==> src/logic/board_pkg.sv <==
package board_pkg;

    //------------------------------------------------
    // Board buttons
    //------------------------------------------------

    // Active-low push buttons on the board
    localparam int w_key = 2;

    // Reverse the button order so that key 0 sits on the other pin
    localparam bit reverse_keys = 1'b1;

    //------------------------------------------------
    // Debounce timing
    //------------------------------------------------

    // Cycles a synchronized level must hold before it is accepted.
    // Kept short here, a real board would use milliseconds
    localparam int debounce_cycles = 16;

    // Stability counter width, wide enough for the full count
    localparam int w_debounce = $clog2(debounce_cycles + 1);

endpackage

==> src/logic/display_pkg.sv <==
package display_pkg;

    //------------------------------------------------
    // Display word fields
    //------------------------------------------------

    localparam int w_tm_digit   = 8;  // Seven-segment positions
    localparam int w_word_index = 3;  // Position inside a half frame
    localparam int w_word_data  = 8;  // Segment byte or LED byte

    //------------------------------------------------
    // Transmit buffer and credits
    //------------------------------------------------

    localparam int tx_depth  = 4;                     // Words in flight
    localparam int w_credit  = $clog2(tx_depth + 1);  // Holds 0 .. tx_depth
    localparam int w_tx_ptr  = $clog2(tx_depth);

    //------------------------------------------------
    // Serial timing and TM1638 commands
    //------------------------------------------------

    localparam int sio_half_cycles = 2;  // Clocks per serial half period
    localparam int w_sio_div       = $clog2(sio_half_cycles + 1);

    // Fixed address mode, even addresses hold digits, odd ones LEDs
    localparam logic [7:0] cmd_seg_base = 8'hC0;
    localparam logic [7:0] cmd_led_base = 8'hC1;

    // Bit 0 is segment a up to bit 6 for g, decimal point stays dark
    function automatic logic [7:0] hex_to_segments(input logic [3:0] nibble);
        case (nibble)
            4'h0: return 8'h3F;
            4'h1: return 8'h06;
            4'h2: return 8'h5B;
            4'h3: return 8'h4F;
            4'h4: return 8'h66;
            4'h5: return 8'h6D;
            4'h6: return 8'h7D;
            4'h7: return 8'h07;
            4'h8: return 8'h7F;
            4'h9: return 8'h6F;
            4'hA: return 8'h77;
            4'hB: return 8'h7C;
            4'hC: return 8'h39;
            4'hD: return 8'h5E;
            4'hE: return 8'h79;
            default: return 8'h71;
        endcase
    endfunction

endpackage

==> src/logic/board_top.sv <==
`timescale 1ns/1ps

module board_top (
    input  logic                        clk,
    input  logic                        i_reset,
    input  logic [board_pkg::w_key-1:0] i_key,     // Board buttons, active low
    output logic                        o_tm_stb,
    output logic                        o_tm_clk,
    output logic                        o_tm_dio
);

    import board_pkg::*;
    import display_pkg::*;

    logic [w_key-1:0]        press;
    logic                    word_valid;
    logic                    word_is_led;
    logic [w_word_index-1:0] word_index;
    logic [w_word_data-1:0]  word_data;
    logic                    credit;

    //------------------------------------------------
    // Buttons to counter to TM1638 pins
    //------------------------------------------------

    key_conditioner u_key_conditioner (
        .clk           ( clk          ),
        .i_reset       ( i_reset      ),
        .i_key         ( i_key        ),
        .o_press       ( press        )
    );

    lab_counter u_lab_counter (
        .clk           ( clk          ),
        .i_reset       ( i_reset      ),
        .i_press       ( press        ),
        .i_credit      ( credit       ),
        .o_word_valid  ( word_valid   ),
        .o_word_is_led ( word_is_led  ),
        .o_word_index  ( word_index   ),
        .o_word_data   ( word_data    )
    );

    tm1638_serial_tx u_tm1638_serial_tx (
        .clk           ( clk          ),
        .i_reset       ( i_reset      ),
        .i_word_valid  ( word_valid   ),
        .i_word_is_led ( word_is_led  ),
        .i_word_index  ( word_index   ),
        .i_word_data   ( word_data    ),
        .o_credit      ( credit       ),
        .o_tm_stb      ( o_tm_stb     ),
        .o_tm_clk      ( o_tm_clk     ),
        .o_tm_dio      ( o_tm_dio     )
    );

endmodule

==> src/logic/key_conditioner.sv <==
`timescale 1ns/1ps

module key_conditioner (
    input  logic                        clk,
    input  logic                        i_reset,
    input  logic [board_pkg::w_key-1:0] i_key,    // Active low
    output logic [board_pkg::w_key-1:0] o_press
);

    import board_pkg::*;

    logic [w_key-1:0]      key_ordered;
    logic [w_key-1:0]      key_active;
    logic [w_key-1:0]      sync_q1;
    logic [w_key-1:0]      sync_q2;
    logic [w_key-1:0]      level;                // Debounced, 1 = pressed
    logic [w_key-1:0]      level_d;
    logic [w_debounce-1:0] stable_cnt [w_key];

    //------------------------------------------------
    // Order, polarity and synchronizer
    //------------------------------------------------

    always_comb begin
        for (int k = 0; k < w_key; k++) begin
            key_ordered[k] = reverse_keys ? i_key[w_key - 1 - k] : i_key[k];
        end
    end

    assign key_active = ~key_ordered;

    always_ff @(posedge clk) begin
        if (i_reset) begin
            sync_q1 <= '0;
            sync_q2 <= '0;
        end else begin
            sync_q1 <= key_active;
            sync_q2 <= sync_q1;
        end
    end

    //------------------------------------------------
    // Debounce
    //------------------------------------------------

    // A differing level must persist for debounce_cycles before it is taken
    always_ff @(posedge clk) begin
        if (i_reset) begin
            for (int k = 0; k < w_key; k++) begin
                stable_cnt[k] <= '0;
            end
            level   <= '0;
            level_d <= '0;
        end else begin
            level_d <= level;
            for (int k = 0; k < w_key; k++) begin
                if (sync_q2[k] == level[k]) begin
                    stable_cnt[k] <= '0;              // Bounce restarts the wait
                end else if (stable_cnt[k] == w_debounce'(debounce_cycles - 1)) begin
                    level[k]      <= sync_q2[k];
                    stable_cnt[k] <= '0;
                end else begin
                    stable_cnt[k] <= stable_cnt[k] + 1'b1;
                end
            end
        end
    end

    assign o_press = level & ~level_d;               // Rising edge only

    // A press needs the synchronized key held for the whole debounce window
    a_press_debounced: assert property (@(posedge clk) disable iff (i_reset)
        (o_press & ~$past(sync_q2, debounce_cycles)) == '0)
        else $error("key_conditioner: press without a stable key");

endmodule

==> src/logic/lab_counter.sv <==
`timescale 1ns/1ps

module lab_counter (
    input  logic                                 clk,
    input  logic                                 i_reset,
    input  logic [board_pkg::w_key-1:0]          i_press,
    input  logic                                 i_credit,
    output logic                                 o_word_valid,
    output logic                                 o_word_is_led,
    output logic [display_pkg::w_word_index-1:0] o_word_index,
    output logic [display_pkg::w_word_data-1:0]  o_word_data
);

    import display_pkg::*;

    localparam int w_value     = 32;
    localparam int w_frame_pos = w_word_index + 1;  // Top bit selects the LED half
    localparam int last_digit  = w_tm_digit - 1;

    logic [w_value-1:0]      counter;
    logic [w_value-1:0]      last_sent;
    logic [w_value-1:0]      frame_value;    // Snapshot held for the whole frame
    logic [w_frame_pos-1:0]  frame_pos;
    logic                    frame_busy;
    logic                    first_frame;
    logic [w_credit-1:0]     credits;
    logic [w_word_index-1:0] nibble_sel;
    logic                    frame_start;

    //------------------------------------------------
    // Counter
    //------------------------------------------------

    always_ff @(posedge clk) begin
        if (i_reset) begin
            counter <= '0;
        end else if (i_press[1]) begin
            counter <= '0;                          // Clear wins over increment
        end else if (i_press[0]) begin
            counter <= counter + 1'b1;
        end
    end

    //------------------------------------------------
    // Frame engine
    //------------------------------------------------

    assign frame_start = !frame_busy && (first_frame || counter != last_sent);

    always_ff @(posedge clk) begin
        if (i_reset) begin
            frame_busy  <= 1'b0;
            first_frame <= 1'b1;                    // Show zero once after reset
            frame_pos   <= '0;
            last_sent   <= '0;
        end else if (frame_start) begin
            frame_busy  <= 1'b1;
            first_frame <= 1'b0;
            frame_pos   <= '0;
            last_sent   <= counter;
        end else if (o_word_valid) begin
            frame_pos <= frame_pos + 1'b1;
            if (frame_pos == '1) begin
                frame_busy <= 1'b0;                 // Last LED word sent
            end
        end
    end

    always_ff @(posedge clk) begin
        if (frame_start) begin
            frame_value <= counter;
        end
    end

    //------------------------------------------------
    // Credits
    //------------------------------------------------

    // One credit spent per word, one returned per word sent on the wire
    always_ff @(posedge clk) begin
        if (i_reset) begin
            credits <= w_credit'(tx_depth);
        end else begin
            credits <= credits - w_credit'(o_word_valid) + w_credit'(i_credit);
        end
    end

    //------------------------------------------------
    // Word output
    //------------------------------------------------

    assign o_word_valid  = frame_busy && (credits != '0);
    assign o_word_is_led = frame_pos[w_frame_pos-1];
    assign o_word_index  = frame_pos[w_word_index-1:0];

    // Digit 0 carries the top nibble
    assign nibble_sel = w_word_index'(last_digit) - o_word_index;

    always_comb begin
        if (o_word_is_led) begin
            o_word_data = w_word_data'(frame_value[o_word_index]);
        end else begin
            o_word_data = hex_to_segments(frame_value[{nibble_sel, 2'b00} +: 4]);
        end
    end

    a_credit_bound: assert property (@(posedge clk) disable iff (i_reset)
        credits <= w_credit'(tx_depth))
        else $error("lab_counter: more credits returned than issued");

endmodule

==> src/logic/tm1638_serial_tx.sv <==
`timescale 1ns/1ps

module tm1638_serial_tx (
    input  logic                                 clk,
    input  logic                                 i_reset,
    input  logic                                 i_word_valid,
    input  logic                                 i_word_is_led,
    input  logic [display_pkg::w_word_index-1:0] i_word_index,
    input  logic [display_pkg::w_word_data-1:0]  i_word_data,
    output logic                                 o_credit,
    output logic                                 o_tm_stb,
    output logic                                 o_tm_clk,
    output logic                                 o_tm_dio
);

    import display_pkg::*;

    localparam int w_frame_bits = 16;  // Address byte then data byte
    localparam int w_bit_cnt    = $clog2(w_frame_bits);

    typedef enum logic [2:0] {
        ST_IDLE,
        ST_START,   // Strobe low, clock still high
        ST_LOW,
        ST_HIGH,
        ST_STOP,    // Last clock high, strobe about to rise
        ST_GAP
    } tx_state_t;

    tx_state_t state;

    logic                    buf_is_led [tx_depth];
    logic [w_word_index-1:0] buf_index  [tx_depth];
    logic [w_word_data-1:0]  buf_data   [tx_depth];
    logic [w_tx_ptr-1:0]     wr_ptr;
    logic [w_tx_ptr-1:0]     rd_ptr;
    logic [w_credit-1:0]     fill;
    logic                    pop;
    logic [7:0]              addr_byte;
    logic [w_frame_bits-1:0] shift_reg;
    logic [w_bit_cnt-1:0]    bit_cnt;
    logic [w_sio_div-1:0]    div_cnt;
    logic                    half_done;

    //------------------------------------------------
    // Word buffer
    //------------------------------------------------

    assign pop = (state == ST_IDLE) && (fill != '0);

    always_ff @(posedge clk) begin
        if (i_word_valid) begin
            buf_is_led[wr_ptr] <= i_word_is_led;
            buf_index[wr_ptr]  <= i_word_index;
            buf_data[wr_ptr]   <= i_word_data;
        end
    end

    always_ff @(posedge clk) begin
        if (i_reset) begin
            wr_ptr <= '0;
            rd_ptr <= '0;
            fill   <= '0;
        end else begin
            if (i_word_valid) begin
                wr_ptr <= (wr_ptr == w_tx_ptr'(tx_depth - 1)) ? '0 : wr_ptr + 1'b1;
            end
            if (pop) begin
                rd_ptr <= (rd_ptr == w_tx_ptr'(tx_depth - 1)) ? '0 : rd_ptr + 1'b1;
            end
            fill <= fill + w_credit'(i_word_valid) - w_credit'(pop);
        end
    end

    assign addr_byte = (buf_is_led[rd_ptr] ? cmd_led_base : cmd_seg_base)
                     + 8'({buf_index[rd_ptr], 1'b0});

    //------------------------------------------------
    // Serial engine
    //------------------------------------------------

    assign half_done = (div_cnt == w_sio_div'(sio_half_cycles - 1));

    always_ff @(posedge clk) begin
        if (i_reset || state == ST_IDLE || half_done) begin
            div_cnt <= '0;
        end else begin
            div_cnt <= div_cnt + 1'b1;
        end
    end

    always_ff @(posedge clk) begin
        if (pop) begin
            shift_reg <= {buf_data[rd_ptr], addr_byte};  // LSB of address goes first
        end else if (state == ST_HIGH && half_done) begin
            shift_reg <= shift_reg >> 1;
        end
    end

    always_ff @(posedge clk) begin
        if (i_reset) begin
            state    <= ST_IDLE;
            bit_cnt  <= '0;
            o_tm_stb <= 1'b1;
            o_tm_clk <= 1'b1;
            o_tm_dio <= 1'b0;
            o_credit <= 1'b0;
        end else begin
            o_credit <= 1'b0;
            case (state)
                ST_IDLE: if (pop) begin
                    o_tm_stb <= 1'b0;
                    bit_cnt  <= '0;
                    state    <= ST_START;
                end
                ST_START: if (half_done) begin
                    o_tm_clk <= 1'b0;
                    o_tm_dio <= shift_reg[0];
                    state    <= ST_LOW;
                end
                ST_LOW: if (half_done) begin
                    o_tm_clk <= 1'b1;                    // Reader samples here
                    state    <= ST_HIGH;
                end
                ST_HIGH: if (half_done) begin
                    if (bit_cnt == w_bit_cnt'(w_frame_bits - 1)) begin
                        state <= ST_STOP;
                    end else begin
                        bit_cnt  <= bit_cnt + 1'b1;
                        o_tm_clk <= 1'b0;
                        o_tm_dio <= shift_reg[1];        // Next bit before shift lands
                        state    <= ST_LOW;
                    end
                end
                ST_STOP: if (half_done) begin
                    o_tm_stb <= 1'b1;
                    o_tm_dio <= 1'b0;
                    o_credit <= 1'b1;                    // Buffer slot free for good
                    state    <= ST_GAP;
                end
                default: if (half_done) begin
                    state <= ST_IDLE;
                end
            endcase
        end
    end

    a_no_overflow: assert property (@(posedge clk) disable iff (i_reset)
        i_word_valid |-> fill != w_credit'(tx_depth))
        else $error("tm1638_serial_tx: word pushed into full buffer");

    a_clk_idle_high: assert property (@(posedge clk) disable iff (i_reset)
        o_tm_stb |-> o_tm_clk)
        else $error("tm1638_serial_tx: serial clock low outside strobe window");

endmodule

==> config.mk <==
export PLATFORM = sky130hd
export DESIGN_NAME = board_top
export DESIGN_NICKNAME = d
export VERILOG_FILES = /design/src/logic/board_pkg.sv /design/src/logic/display_pkg.sv /design/src/logic/board_top.sv /design/src/logic/key_conditioner.sv /design/src/logic/lab_counter.sv /design/src/logic/tm1638_serial_tx.sv
export SDC_FILE = /design/constraint.sdc
export NUM_CORES = 1
export LEC_CHECK = 0
export ABC_AREA = 1
export CORE_ASPECT_RATIO = 2
export CORE_MARGIN = 3
export CORE_UTILIZATION = 52
export CTS_CLUSTER_SIZE = 12
export DETAILED_ROUTE_END_ITERATION = 7
export DONT_BUFFER_PORTS = 1
export PLACE_DENSITY = 0.67
export SLEW_MARGIN = 10
export SYNTH_ARGS = -nofsm -noshare
export SYNTH_HDL_FRONTEND = slang
export SYNTH_SLANG_ARGS = --single-unit
==> constraint.sdc <==
create_clock -name clk -period 3.5 [get_ports clk]
set_input_delay 1.05 -clock clk [delete_from_list [all_inputs] [get_ports clk]]
set_output_delay 1.05 -clock clk [all_outputs]
set_load 0.05 [all_outputs]
# After elaboration in Yosys (flattened, before gate mapping)
# Memory sizes are Yosys's and may differ from the RTL's. A register that Yosys moved wholly into a read port is not among the register bits.
# Index checks and enable logic that the tools add are counted.
# totals
mem_bits_ro	112
n_memories	5
ramBits	58
ff_bits	149
# memory_table
name	words	word_bits	read_ports	rd_ports_with_merged_regs	write_ports	line_no	source
(name not given)	16	7	1	0	0	display_pkg.sv:32	case (nibble)
u_tm1638_serial_tx.buf_data	4	8	1	1	1	tm1638_serial_tx.sv:34	logic [w_word_data-1:0] buf_data [tx_depth];
u_tm1638_serial_tx.buf_index	4	3	1	1	1	tm1638_serial_tx.sv:33	logic [w_word_index-1:0] buf_index [tx_depth];
u_key_conditioner.stable_cnt	2	5	2	0	2	key_conditioner.sv:18	logic [w_debounce-1:0] stable_cnt [w_key];
u_tm1638_serial_tx.buf_is_led	4	1	1	1	1	tm1638_serial_tx.sv:32	logic buf_is_led [tx_depth];
# classes
addsub	14
n_eq_ne	20
n_reduce_logical	30
n_bitwise	12
n_lt_le_gt_ge	1
muxes	73
shift	1
# ops
op	count
2-to-1 mux 1 bit	40
adder 32 x 1 -> 32 bit (second input constant)	1
2-to-1 mux 16 bit	2
!= test 32 bit	1
indexed part select 32 x 6 -> 4 bit	1
2-to-1 mux 5 bit	6
2-to-1 mux 3 bit	7
2-to-1 mux 2 bit	8
case mux 3 bit (5 select lines)	1
2-to-1 mux 4 bit	3
nonzero test 2 bit	6
nonzero test 3 bit	4
adder 5 x 1 -> 5 bit (second input constant)	2
equality test 5 x 4 -> 1 bit (second input constant)	2
!= test 2 x 1 -> 1 bit (second input constant)	5
AND reduction 5 bit	2
adder 4 x 1 -> 4 bit (second input constant)	2
adder 8 x 4 -> 8 bit	1
equality test 4 bit (second input constant)	2
2-to-1 mux 8 bit	1
case mux 4 bit (2 select lines)	1
adder 2 x 1 -> 2 bit (second input constant)	3
adder 3 x 1 -> 3 bit	2
equality test 3 x 2 -> 1 bit (second input constant)	2
other kinds (25)	46

# Depth between registers and ports, before layout
# Gate-level depths: netlist of the first run.
# An unclocked memory read counts as a cell.
# logic_depth
depth_word	8
mapped_depth	15

# Cells and area by module
# Synthesis of the first run repeated with hierarchy kept, for this count alone.
# unflattened
hier_cells	1156
area_unflattened_um2	9800.6
# modules_own_cells
mod	n_inst	area_per_inst_um2	cells_per_inst	seq_area_each_um2
lab_counter	1	5368.9	740	2422.3
tm1638_serial_tx	1	3621.0	336	2362.3
key_conditioner	1	810.8	80	460.4

# Least setup slack after synthesis of the first run
# Ideal clock, no wire load.
# synth_path
kind	register to register
start	register u_tm1638_serial_tx.state[1]
end	register u_tm1638_serial_tx.fill[2]
slack_ns	1.104
stages_incl_launch_ff	13
setup_time_ns	0.071
period_less_slack_ns	2.396
t_arrival_ns	2.326
path_cell_list	dfxtp_1 > inv_1 > nand2_1 > nor2_1 > nand2_1 > clkinv_1 > buf_2 > ha_1 > inv_1 > ha_1 > fa_1 > or2_2 > a21oi_1
# synth_via
elab_chain_len	3
# synth_lines
element	line_no	source
from (decl)	tm1638_serial_tx.sv:30	tx_state_t state;
from (signal assigned)	tm1638_serial_tx.sv:102	state <= ST_IDLE;
from (signal assigned)	tm1638_serial_tx.sv:114	state <= ST_START;
from (signal assigned)	tm1638_serial_tx.sv:119	state <= ST_LOW;
logical NOT 3 bit	tm1638_serial_tx.sv:49	assign pop = (state == ST_IDLE) && (fill != '0);
logical AND 1 bit	tm1638_serial_tx.sv:49	
subtractor 3 x 1 -> 3 bit	tm1638_serial_tx.sv:71	fill <= fill + w_credit'(i_word_valid) - w_credit'(pop);
to (signal assigned)	tm1638_serial_tx.sv:71	
to (decl)	tm1638_serial_tx.sv:37	logic [w_credit-1:0] fill;
# Every way passes these cells.
# A chain may end at the register's enable or synchronous reset.

# Final worst setup path of the first run
# layout_path
start	register u_lab_counter.frame_pos[0]
end	memory u_tm1638_serial_tx.buf_data[2][6] (data pin)
# layout_via
elab_chain_len	4
# layout_lines
element	line_no	source
from (decl)	lab_counter.sv:23	logic [w_frame_pos-1:0] frame_pos;
from (signal assigned)	lab_counter.sv:62	frame_pos <= frame_pos + 1'b1;
subtractor 3 bit	lab_counter.sv:97	assign nibble_sel = w_word_index'(last_digit) - o_word_index;
indexed part select 32 x 6 -> 4 bit	lab_counter.sv:103	o_word_data = hex_to_segments(frame_value[{nibble_sel, 2'b00} +: 4]);
memory (16 x 7 bit)	-	
2-to-1 mux 8 bit	lab_counter.sv:100	if (o_word_is_led) begin
named net u_lab_counter.o_word_data (one bit)	lab_counter.sv:11	output logic [display_pkg::w_word_data-1:0] o_word_data
to (decl)	tm1638_serial_tx.sv:34	
# The timed path passes the listed nets, and every way through them passes these cells.

==> results of run 1 <==
critical path, stage by stage, from the launching register on:
cell and delay [ns]:
dfxtp_1 0.57, buf_4 0.26, inv_2 0.13, o21ai_0 0.17, o21ai_0 0.09, o21ai_1 0.36, inv_1 0.15, ha_1 0.24
nand2_1 0.11, nand2_1 0.07, a21oi_1 0.34
metal layers:
layer,vias to the layer above,global-route usage (%)
met3,59,2.59
li1,3692,-
met4,0,11.2
met2,110,41.6
met5,-,0
met1,3362,21.3
cell type report:
class | instances | area (sq um)
clock inverter | 2 | 17.5
clock buffer | 36 | 592
timing repair buffer | 14 | 105
inverter | 127 | 477
multi-input combinational | 757 | 3730
fill | 1638 | 7510
tap | 213 | 267
sequential | 204 | 5090
placed cells by master, fill, tap and decap left out, drive strengths merged, types with 2 or more instances in the layout:
cell    instances
conb           10
o21bai          2
ha             22
o21ai          70
a31oi          11
nor4            2
buf            14
nand3          76
clkbuf         36
xnor2          10
a21oi          79
xor2           15
fa              2
nand2         213
nand4          16
or2             6
o211ai          4
dfxtp         103
nor3b           3
a211oi          5
nor3           20
nor2          183
inv           128
edfxtp        101
per-stage QoR:
| step | std cells | cell area [sq um] | util, % |
|---|---|---|---|
| 6_report | 1353 | 10300 | 57.8 |
| 5_1_grt | 1353 | 10300 | 57.8 |
| 4_1_cts | 1353 | 10300 | 57.8 |
| 2_1_floorplan | 1128 | 9500 | - |
| 3_3_place_gp | 1315 | 9670 | 54.4 |
| 3_5_place_dp | 1315 | 9670 | 54.4 |
cell usage after synthesis, types with 2 or more instances:
cell / n / area share, %
nor3_1: 19 / 1.0
fa_1: 2 / 0.42
nor3b_1: 3 / 0.24
buf_1: 3 / 0.12
nor2_2: 3 / 0.20
or2_2: 6 / 0.40
inv_2: 6 / 0.24
ha_1: 22 / 2.9
a211oi_1: 5 / 0.40
o21ai_1: 2 / 0.11
inv_1: 120 / 4.8
buf_6: 3 / 0.36
nand4_1: 15 / 0.99
xnor2_1: 10 / 0.93
xor2_1: 15 / 1.4
o211ai_1: 4 / 0.32
nand2_2: 2 / 0.13
nor2_1: 177 / 7.0
nand3_1: 76 / 4.0
o21ai_0: 68 / 3.6
nand2_1: 211 / 8.4
a21oi_1: 79 / 4.2
a31oi_1: 11 / 0.73
clkbuf_1: 21 / 0.83
buf_4: 5 / 0.40
nor2_4: 3 / 0.36
o21bai_1: 2 / 0.16
dfxtp_1: 103 / 22
edfxtp_1: 101 / 32
buf_2: 8 / 0.42
report_power, final:
part	leakage, uW	switching, uW	total, uW	internal, uW
registers	0.00183	195	3080	2890
clock network	0.000292	888	2040	1150
logic	0.00192	795	1220	422
total	0.00404	1880	6340	4460
cells by family after synthesis:
family	share of synthesized area, %
XOR/XNOR	2.31
adder cells (fa/ha/maj)	3.33
AND/OR/NAND/NOR	23.3
flip-flops	53.8
buffers and inverters	7.17
other	0.0396
AO/OA/AOI/OAI	10.0
final timing paths:
path,end,slack (ns)
setup reg to reg,u_tm1638_serial_tx.buf_data[2][6]$_DFFE_PP_,0.77
setup / recovery,u_tm1638_serial_tx.buf_data[2][6]$_DFFE_PP_,0.77
hold / removal,u_key_conditioner.sync_q2[0]$_SDFF_PP0_,0.40
hold reg to reg,u_key_conditioner.sync_q2[0]$_SDFF_PP0_,0.40
==> metrics, run 1 <==
CP startpoint kind register; Hold Path Stages 2; GPL Wtd Cong 0.875; sequential-to-total area share from yosys stat 53.8%; Post-CTS Resized 0; first-pass GRT wire length 34.1 mm; pre-CTS setup slack 0.836 ns; antenna violations before repair 0; Core Rows 69; CTS Hold Bufs 0; Die X-Extent 101 um; Post-synth EDFFs 101; Avg Synthesized Cell Area 8.46 sq um; clock period minus worst slack 2.73 ns; # Post-CTS Setup Buffers 0; R2R Path Start u_lab_counter.frame_pos[0]$_SDFFE_PP0P_; clock tree from TritonCTS done; Slew @ Worst Pin 0.699 ns; largest net degree at the start of global routing 66; H-tree depth 1; routed wl met3 489 um; via count 7223; crit share post-route 78.1%; first-pass detailed-route iteration total 5; Max Cap Violations 0; top fanout value on the critical path 17; top flop regs u_lab_counter.counter: 32 flops, u_lab_counter.frame_value: 32 flops, u_lab_counter.last_sent: 32 flops; grt ovf 0; vias in the first global route 7038; outcome completed; Yosys cell types 44; number of routed nets with antenna violations 0; Buffers on Ports 0; TritonCTS buffer count 21; Fin Setup TNS 0 ns; Final Hold Violating Endpoints 0; Fmax 0.366 GHz; top_reg_cell synth dfxtp_1; wire per inst 15.2 um; Ys Warns 0; core area 17800 sq um; DR DRC count 0; Total Wirelength 20.6 mm; Layout Skew 0.0228 ns; Setup crit end kind register; hold_ws 0.404 ns; Die Area 20000 sq um; RSZ-0062 raised after global routing false; CTS Sinks 204; Layout area overhead 8.62%; cells on worst reg2reg path 10; netlist area before placement 9460 sq um; met2 wire len 11.7 mm; CP startpoint u_lab_counter.frame_pos[0]$_SDFFE_PP0P_; highest metal used met4; Max transition margin 53.4%; Initial DRC Count 296; Setup CP Type reg2reg; CP Data Arrival Time 3.00 ns; hpwl dp 14.9 mm; Skew-Pair Late Insertion Delay 0.50 ns; peak supply drop 0.333 mV; Top Ports 7; ant diodes 0; worst min path class reg2reg; All-Layer GR Usage 21.4%; CTS Buffer Depth 3; hold path start u_key_conditioner.sync_q1[0]$_SDFF_PP0_; number of nets in the layout 1153; leak pwr 0.00404 uW; Clock transition at path regs 0.06 ns; Seq cells post-synth 204; Gate Count Post-Synth 1119; Async SR Flop Fraction 0%; Initial Util 53.2%; Die Ht 197 um; post-route setup slack 0.768 ns; total design power 6340 uW; Slew Viols, Final 0; fraction of layout cells with a size suffix above 1 5.53%; vias per inst 5.34; Clock Tree Root clkbuf_16; pwr dens 617 nW/um^2; worst path required time 3.76 ns; M1 WL 7.40 mm; count of final setup violators 0
(Power assumes the default switching activity.)
==> inputs of run 2 (changes only) <==
--- a/config.mk
+++ b/config.mk
@@ -12,7 +12,7 @@
 export CTS_CLUSTER_SIZE = 12
 export DETAILED_ROUTE_END_ITERATION = 7
 export DONT_BUFFER_PORTS = 1
-export PLACE_DENSITY = 0.67
+export PLACE_DENSITY = 0.7
 export SLEW_MARGIN = 10
 export SYNTH_ARGS = -nofsm -noshare
 export SYNTH_HDL_FRONTEND = slang
==> constraint.sdc (replaced) <==
create_clock -name clk -period 2.5 [get_ports clk]
set_input_delay 0.75 -clock clk [delete_from_list [all_inputs] [get_ports clk]]
set_output_delay 0.75 -clock clk [all_outputs]
set_load 0.05 [all_outputs]
==> run 2 against run 1 <==
Sequential share of layout area down 0.57 points. Maximum frequency increased by 20%. Total power rose by 40%. Worst setup slack got worse by 0.54 ns. Worst hold slack got worse by 0.085 ns. Clock skew fell by 0.0086 ns. Critical path type unchanged.
==> metrics, run 2 (synthesis results as in run 1) <==
Fillers 1595 (-2.6%); met2 wire len 11.4 mm (-2.3%); Setup crit end kind register; Layout area overhead 9.89%; routed wl met3 551 um (+13%); Fin Setup TNS 0 ns (unchanged); top fanout value on the critical path 15 (-2); leak pwr 0.00411 uW (+1.9%); clock tree from TritonCTS done; antenna violations before repair 0 (unchanged); crit share post-route 91.1% (+13 points); Max stage delay on crit path 0.37 ns (-0.20 ns); core area 17800 sq um (unchanged); Total Wirelength 20.0 mm (-2.7%); RSZ-0062 raised after global routing false; clock period minus worst slack 2.28 ns (-0.455 ns); Clock transition at path regs 0.06 ns (about the same); Buffers on Ports 0 (unchanged); CP Data Arrival Time 2.53 ns (-0.47 ns); wire per inst 14.7 um (-3.6%); All-Layer GR Usage 20.9% (-0.47 points); worst path required time 2.76 ns (-1.00 ns); peak supply drop 0.479 mV (+44%); CTS Sinks 204 (unchanged); Top Ports 7 (unchanged); first-pass detailed-route iteration total 5 (unchanged); Max transition margin 56.6% (+3.2 points); hpwl dp 14.8 mm (-0.63%); ant diodes 0 (unchanged); Slew Viols, Final 0 (unchanged); largest net degree at the start of global routing 65 (-1.5%); Critical Path Most Common Cell nand2_1; Clock Tree Root clkbuf_16; Skew-Pair Late Insertion Delay 0.49 ns (about the same); CTS Buffer Depth 3 (unchanged); Die Ht 197 um (unchanged); M1 WL 6.73 mm (-9.1%); Slew @ Worst Pin 0.651 ns (-0.0484 ns); CP startpoint kind register; vias per inst 5.36 (+0.41%); pwr dens 855 nW/um^2 (+39%); TritonCTS buffer count 21 (unchanged); Final Hold Violating Endpoints 0 (unchanged); most common cell after layout, fill and taps aside nand2_1; outcome completed; Finished Layout Cells 1365 (+0.89%); number of nets in the layout 1166 (+1.1%); cell-by-cell trace of the critical path buf_4 -> nand2_1 -> inv_1 -> a22oi_1 -> o211ai_1 -> nand2_1 -> ha_1 -> nand2_1 -> o21ai_0 -> a31oi_1; CP max-delay cell dfxtp_1; Setup CP Type reg2reg; first-pass GRT wire length 33.7 mm (-1.3%); top flop regs u_lab_counter.counter: 32 flops, u_lab_counter.frame_value: 32 flops, u_lab_counter.last_sent: 32 flops; register area 5090 sq um (unchanged); total design power 8900 uW (+40%); H-tree depth 1 (unchanged); Max Cap Violations 0 (unchanged); number of routed nets with antenna violations 0 (unchanged); via count 7317 (+1.3%); placed cells 1328 (+0.99%); worst min path class in2reg; vias in the first global route 7626 (+8.4%); Layout Skew 0.0142 ns (-0.00856 ns); Die X-Extent 101 um (unchanged); Initial DRC Count 268 (-9.5%); fraction of layout cells with a size suffix above 1 6.77% (+1.2 points); commonest cells after routing, fill and taps aside nand2_1, nor2_1, inv_1, dfxtp_1, edfxtp_1; Fmax 0.439 GHz (+20%); Core Rows 69 (unchanged); count of final setup violators 0 (unchanged); grt ovf 0 (unchanged); DR DRC count 0 (unchanged); GPL Wtd Cong 0.894 (+2.2%); slack of the worst reg-to-reg path 0.22 ns (-0.54 ns); area taken by multi-input logic gates 3730 sq um (+0.10%); Initial Util 53.2% (unchanged); highest metal used met4; Die Area 20000 sq um (unchanged)
[run 2: metrics by stage]
| step | util [%] | setup WS [ns] | hold slack, ns | cell area, sq um |
|---|---|---|---|---|
| global placement | 55.0 | 0.305 | 0.400 | 9780 |
| floorplan | - | 0.104 | 0.388 | 9500 |
| global route | 58.5 | 0.0160 | 0.309 | 10400 |
| detailed placement | 55.0 | 0.229 | 0.401 | 9780 |
| CTS | 58.4 | 0.198 | 0.307 | 10400 |
| finish | 58.5 | 0.223 | 0.319 | 10400 |
[run 2: layout make-up]
class / count / area share [%]
sequential: 204 / 49.0
multi-input combinational: 757 / 35.9
clock buffer: 35 / 5.75
inverter: 127 / 4.58
tap: 213 / 2.56
timing repair buffer: 27 / 2.07
clock inverter: 2 / 0.168
[run 2: critical path, delay by kind of cell (launching register included)]
kind,cells,cell delay (ns)
AOI/OAI and AO/OA,4,0.64
buffers and inverters,2,0.41
DFF,1,0.37
adders and majority gates,1,0.33
and+or+nand+nor,3,0.30
[run 2: timing repair]
item,in CTS,in global routing
setup buffers,0,0
gates resized for setup,0,1
hold buffers,0,0
setup endpoints to repair,0,11
[run 2: per-layer routing]
layer | up-vias | GRT usage, %
met4 | 0 | 14.0
met1 | 3360 | 18.8
met5 | - | 0
met3 | 100 | 2.05
li1 | 3710 | -
met2 | 147 | 41.6
[run 2: final timing paths]
kind | cells after the start | from | end
setup / recovery | 10 | u_lab_counter.frame_pos[0]$_SDFFE_PP0P_ | u_tm1638_serial_tx.buf_data[2][1]$_DFFE_PP_
setup reg to reg | 10 | u_lab_counter.frame_pos[0]$_SDFFE_PP0P_ | u_tm1638_serial_tx.buf_data[2][1]$_DFFE_PP_
hold / removal | 1 | i_key[0] | u_key_conditioner.sync_q1[1]$_SDFF_PP0_
hold reg to reg | 2 | u_key_conditioner.sync_q1[1]$_SDFF_PP0_ | u_key_conditioner.sync_q2[1]$_SDFF_PP0_
[run 2: power breakdown]
group | switching (uW) | total (uW) | internal, uW
combinational | 1120 | 1740 | 622
clock | 1210 | 2840 | 1630
sequential | 269 | 4310 | 4040
==> inputs of run 3 (changes only) <==
--- a/config.mk
+++ b/config.mk
@@ -16,4 +16,5 @@
 export SLEW_MARGIN = 10
 export SYNTH_ARGS = -nofsm -noshare
 export SYNTH_HDL_FRONTEND = slang
+export SYNTH_HIERARCHICAL = 1
 export SYNTH_SLANG_ARGS = --single-unit
==> run 3 against run 2 <==
Worst setup slack got worse by 0.031 ns. Count of clock-buffer cells in the layout rose by 1. Die area rose by 3.4%. Combinational power rose by 16%. Sequential power rose by 3%. Critical path depth rose by 1. Global-route usage fell by 1.0 points. Clock skew rose by 0.0016 ns. Design area rose by 2.4%. Critical path type unchanged. Highest routed layer unchanged.
==> metrics, run 3 <==
top fanout value on the critical path 8 (-7); worst path required time 2.78 ns (+0.02 ns); Slew Viols, Final 0 (unchanged); first-pass GRT wire length 33.6 mm (-0.31%); top_reg_cell synth edfxtp_1; largest family of logic cells by synthesized area simple AND/OR/NAND/NOR gates; Slew @ Worst Pin 0.633 ns (-0.0182 ns); Total Wirelength 19.7 mm (-1.8%); Post-synth EDFFs 106 (+5.0%); count of final setup violators 0 (unchanged); pwr dens 870 nW/um^2 (+1.7%); total design power 9270 uW (+4.2%); netlist area before placement 9800 sq um (+3.6%); Setup CP Type reg2reg; GRT met3 Usage 2.75% (+0.70 points); Initial Util 53.3% (+0.078 points); Fillers 1702 (+6.7%); Area contributors post-synth edfxtp_1, dfxtp_1, nand2_1, nor2_1, inv_1; CP startpoint kind register; grt ovf 0 (unchanged); GRT busiest layer met2; Clock Tree Root clkbuf_16; fraction of layout cells with a size suffix above 1 6.92% (+0.15 points); All-Layer GR Usage 19.9% (-1.0 points); Critical Path Most Common Cell nand2_1; Post-Synth Simple-Gate Area 24.5% (+1.2 points); final core occ 57.9% (-0.57 points); Die X-Extent 103 um (+1.7%); met2 usage in global routing 38.3% (-3.2 points); synth cell count leaders nand2_1, nor2_1, inv_1; vias in the first global route 7247 (-5.0%); cell-by-cell trace of the critical path inv_1 -> nand2_1 -> o21ai_0 -> nand2_1 -> o31ai_1 -> o21ai_1 -> inv_1 -> ha_1 -> nand2_1 -> nand3_1 -> a21oi_1; RSZ-0062 raised after global routing false; CTS Hold Bufs 0 (unchanged); sequential-to-total area share from yosys stat 53.5% (-0.32 points); Top Ports 7 (unchanged); area taken by multi-input logic gates 3830 sq um (+2.8%); xor/xnor share of the synthesized area 2.41% (+0.099 points); number of routed nets with antenna violations 0 (unchanged); Setup crit end kind register; Yosys cell types 47 (+6.8%); Post-CTS Resized 0 (unchanged); Max stage delay on crit path 0.41 ns (+0.04 ns); Ys Warns 6 (+6); peak supply drop 0.495 mV (+3.3%); leak pwr 0.00434 uW (+5.6%); Fin Setup TNS 0 ns (unchanged); H-tree depth 1 (unchanged); Crit path max-delay family compound AO/OA/AOI/OAI gates; Buffers on Ports 0 (unchanged); commonest cells after routing, fill and taps aside nand2_1, nor2_1, inv_1, edfxtp_1, dfxtp_1; # Post-CTS Setup Buffers 0 (unchanged); vias per inst 5.24 (-2.2%); Fmax 0.433 GHz (-1.4%); number of nets in the layout 1199 (+2.8%); CTS Sinks 209 (+2.5%); worst min path class in2reg; ant diodes 0 (unchanged); GPL Wtd Cong 0.917 (+2.5%); Avg Synthesized Cell Area 8.48 sq um (+0.26%); via count 7342 (+0.34%); CP max-delay cell o21ai_1; Synth area leader edfxtp_1; largest net degree at the start of global routing 65 (unchanged); outcome completed; core area 18400 sq um (+3.4%); mux cell area share after synthesis 0% (unchanged); synthesized-area fraction occupied by adder cells 3.22% (-0.11 points); Skew-Pair Late Insertion Delay 0.49 ns (about the same); worst path bufs/invs 2 (unchanged); CP Data Arrival Time 2.59 ns (+0.06 ns); Gate Count Post-Synth 1156 (+3.3%); clock period minus worst slack 2.31 ns (+0.0314 ns); most common cell in the netlist nand2_1; clock tree from TritonCTS done; DR DRC count 0 (unchanged); hpwl dp 14.4 mm (-2.5%); first-pass detailed-route iteration total 4 (-1); Layout area overhead 8.66%; CTS Buffer Depth 3 (unchanged); Die Area 20600 sq um (+3.4%); antenna violations before repair 0 (unchanged); compound-gate portion of the synthesized area 8.55% (-1.4 points); Seq cells post-synth 209 (+2.5%); Layout Skew 0.0158 ns (+0.00162 ns); Initial DRC Count 189 (-29%); wire per inst 14.1 um (-4.3%); routing usage on met1 20.1% (+1.3 points); TritonCTS buffer count 21 (unchanged); Final Hold Violating Endpoints 0 (unchanged); register area 5250 sq um (+2.9%); crit share post-route 92.3% (+1.3 points); area share of the largest cell type after synthesis 32.5% (+0.43 points); Die Ht 200 um (+1.7%); Clock transition at path regs 0.06 ns (about the same); most common cell after layout, fill and taps aside nand2_1; Max transition margin 57.8% (+1.2 points); Max Cap Violations 0 (unchanged); Async SR Flop Fraction 0% (unchanged); Core Rows 70 (+1.4%)
[run 3: cell types whose count changed in the layout (fill, tap and decap cells not counted), moves of 4 or more]
cell,change
buf_4,-4
a21oi_1,-11
inv_1,+11
nor2_1,+18
o21ai_0,-6
edfxtp_1,+5
[run 3: per-stage QoR]
step           hold WS (ns)  worst slack (ns)  cell area, sq um  instances
2_1_floorplan         0.388             0.238              9830       1165
3_3_place_gp          0.397             0.366             10100       1364
3_5_place_dp          0.405             0.259             10100       1364
4_1_cts               0.306             0.232             10600       1401
5_1_grt               0.300           0.00115             10600       1401
6_report              0.320             0.192             10600       1401
[run 3: layout make-up]
cell class,count,share of cell area [%]
Clock buffer,36,5.46
Multi-Input combinational cell,775,36.0
Tap cell,216,2.54
Inverter,141,4.97
Clock inverter,1,0.0470
Sequential cell,209,49.3
Timing Repair Buffer,23,1.74
[run 3: kinds of logic after synthesis]
| family | Yosys count |
|---|---|
| buf+inv | 181 |
| other cells | 2 |
| compound gates | 158 |
| xor+xnor | 27 |
| simple gates | 555 |
| flops | 209 |
| fa+ha+maj | 24 |
[run 3: routing by layer]
metal / share of wire, % / up-vias
met5: 0 / -
met4: 4.4 / 0
met3: 2.8 / 62
met2: 56 / 104
met1: 37 / 3388
li1: - / 3788
[run 3: power breakdown]
group	switching (uW)	internal (uW)
Sequential	286	4180
Combinational	1310	701
Clock	1220	1570
[run 3: worst paths after layout]
path	from	to	slack [ns]	cells past startpoint
worst min-delay path	i_reset	u_tm1638_serial_tx/bit_cnt[2]$_SDFFE_PP0P_	0.32	1
worst max-delay path	u_lab_counter/frame_pos[0]$_SDFFE_PP0P_	u_tm1638_serial_tx/buf_data[1][3]$_DFFE_PP_	0.19	11
worst max register to register	u_lab_counter/frame_pos[0]$_SDFFE_PP0P_	u_tm1638_serial_tx/buf_data[1][3]$_DFFE_PP_	0.19	11
worst min register to register	u_key_conditioner/sync_q1[0]$_SDFF_PP0_	u_key_conditioner/sync_q2[0]$_SDFF_PP0_	0.41	2
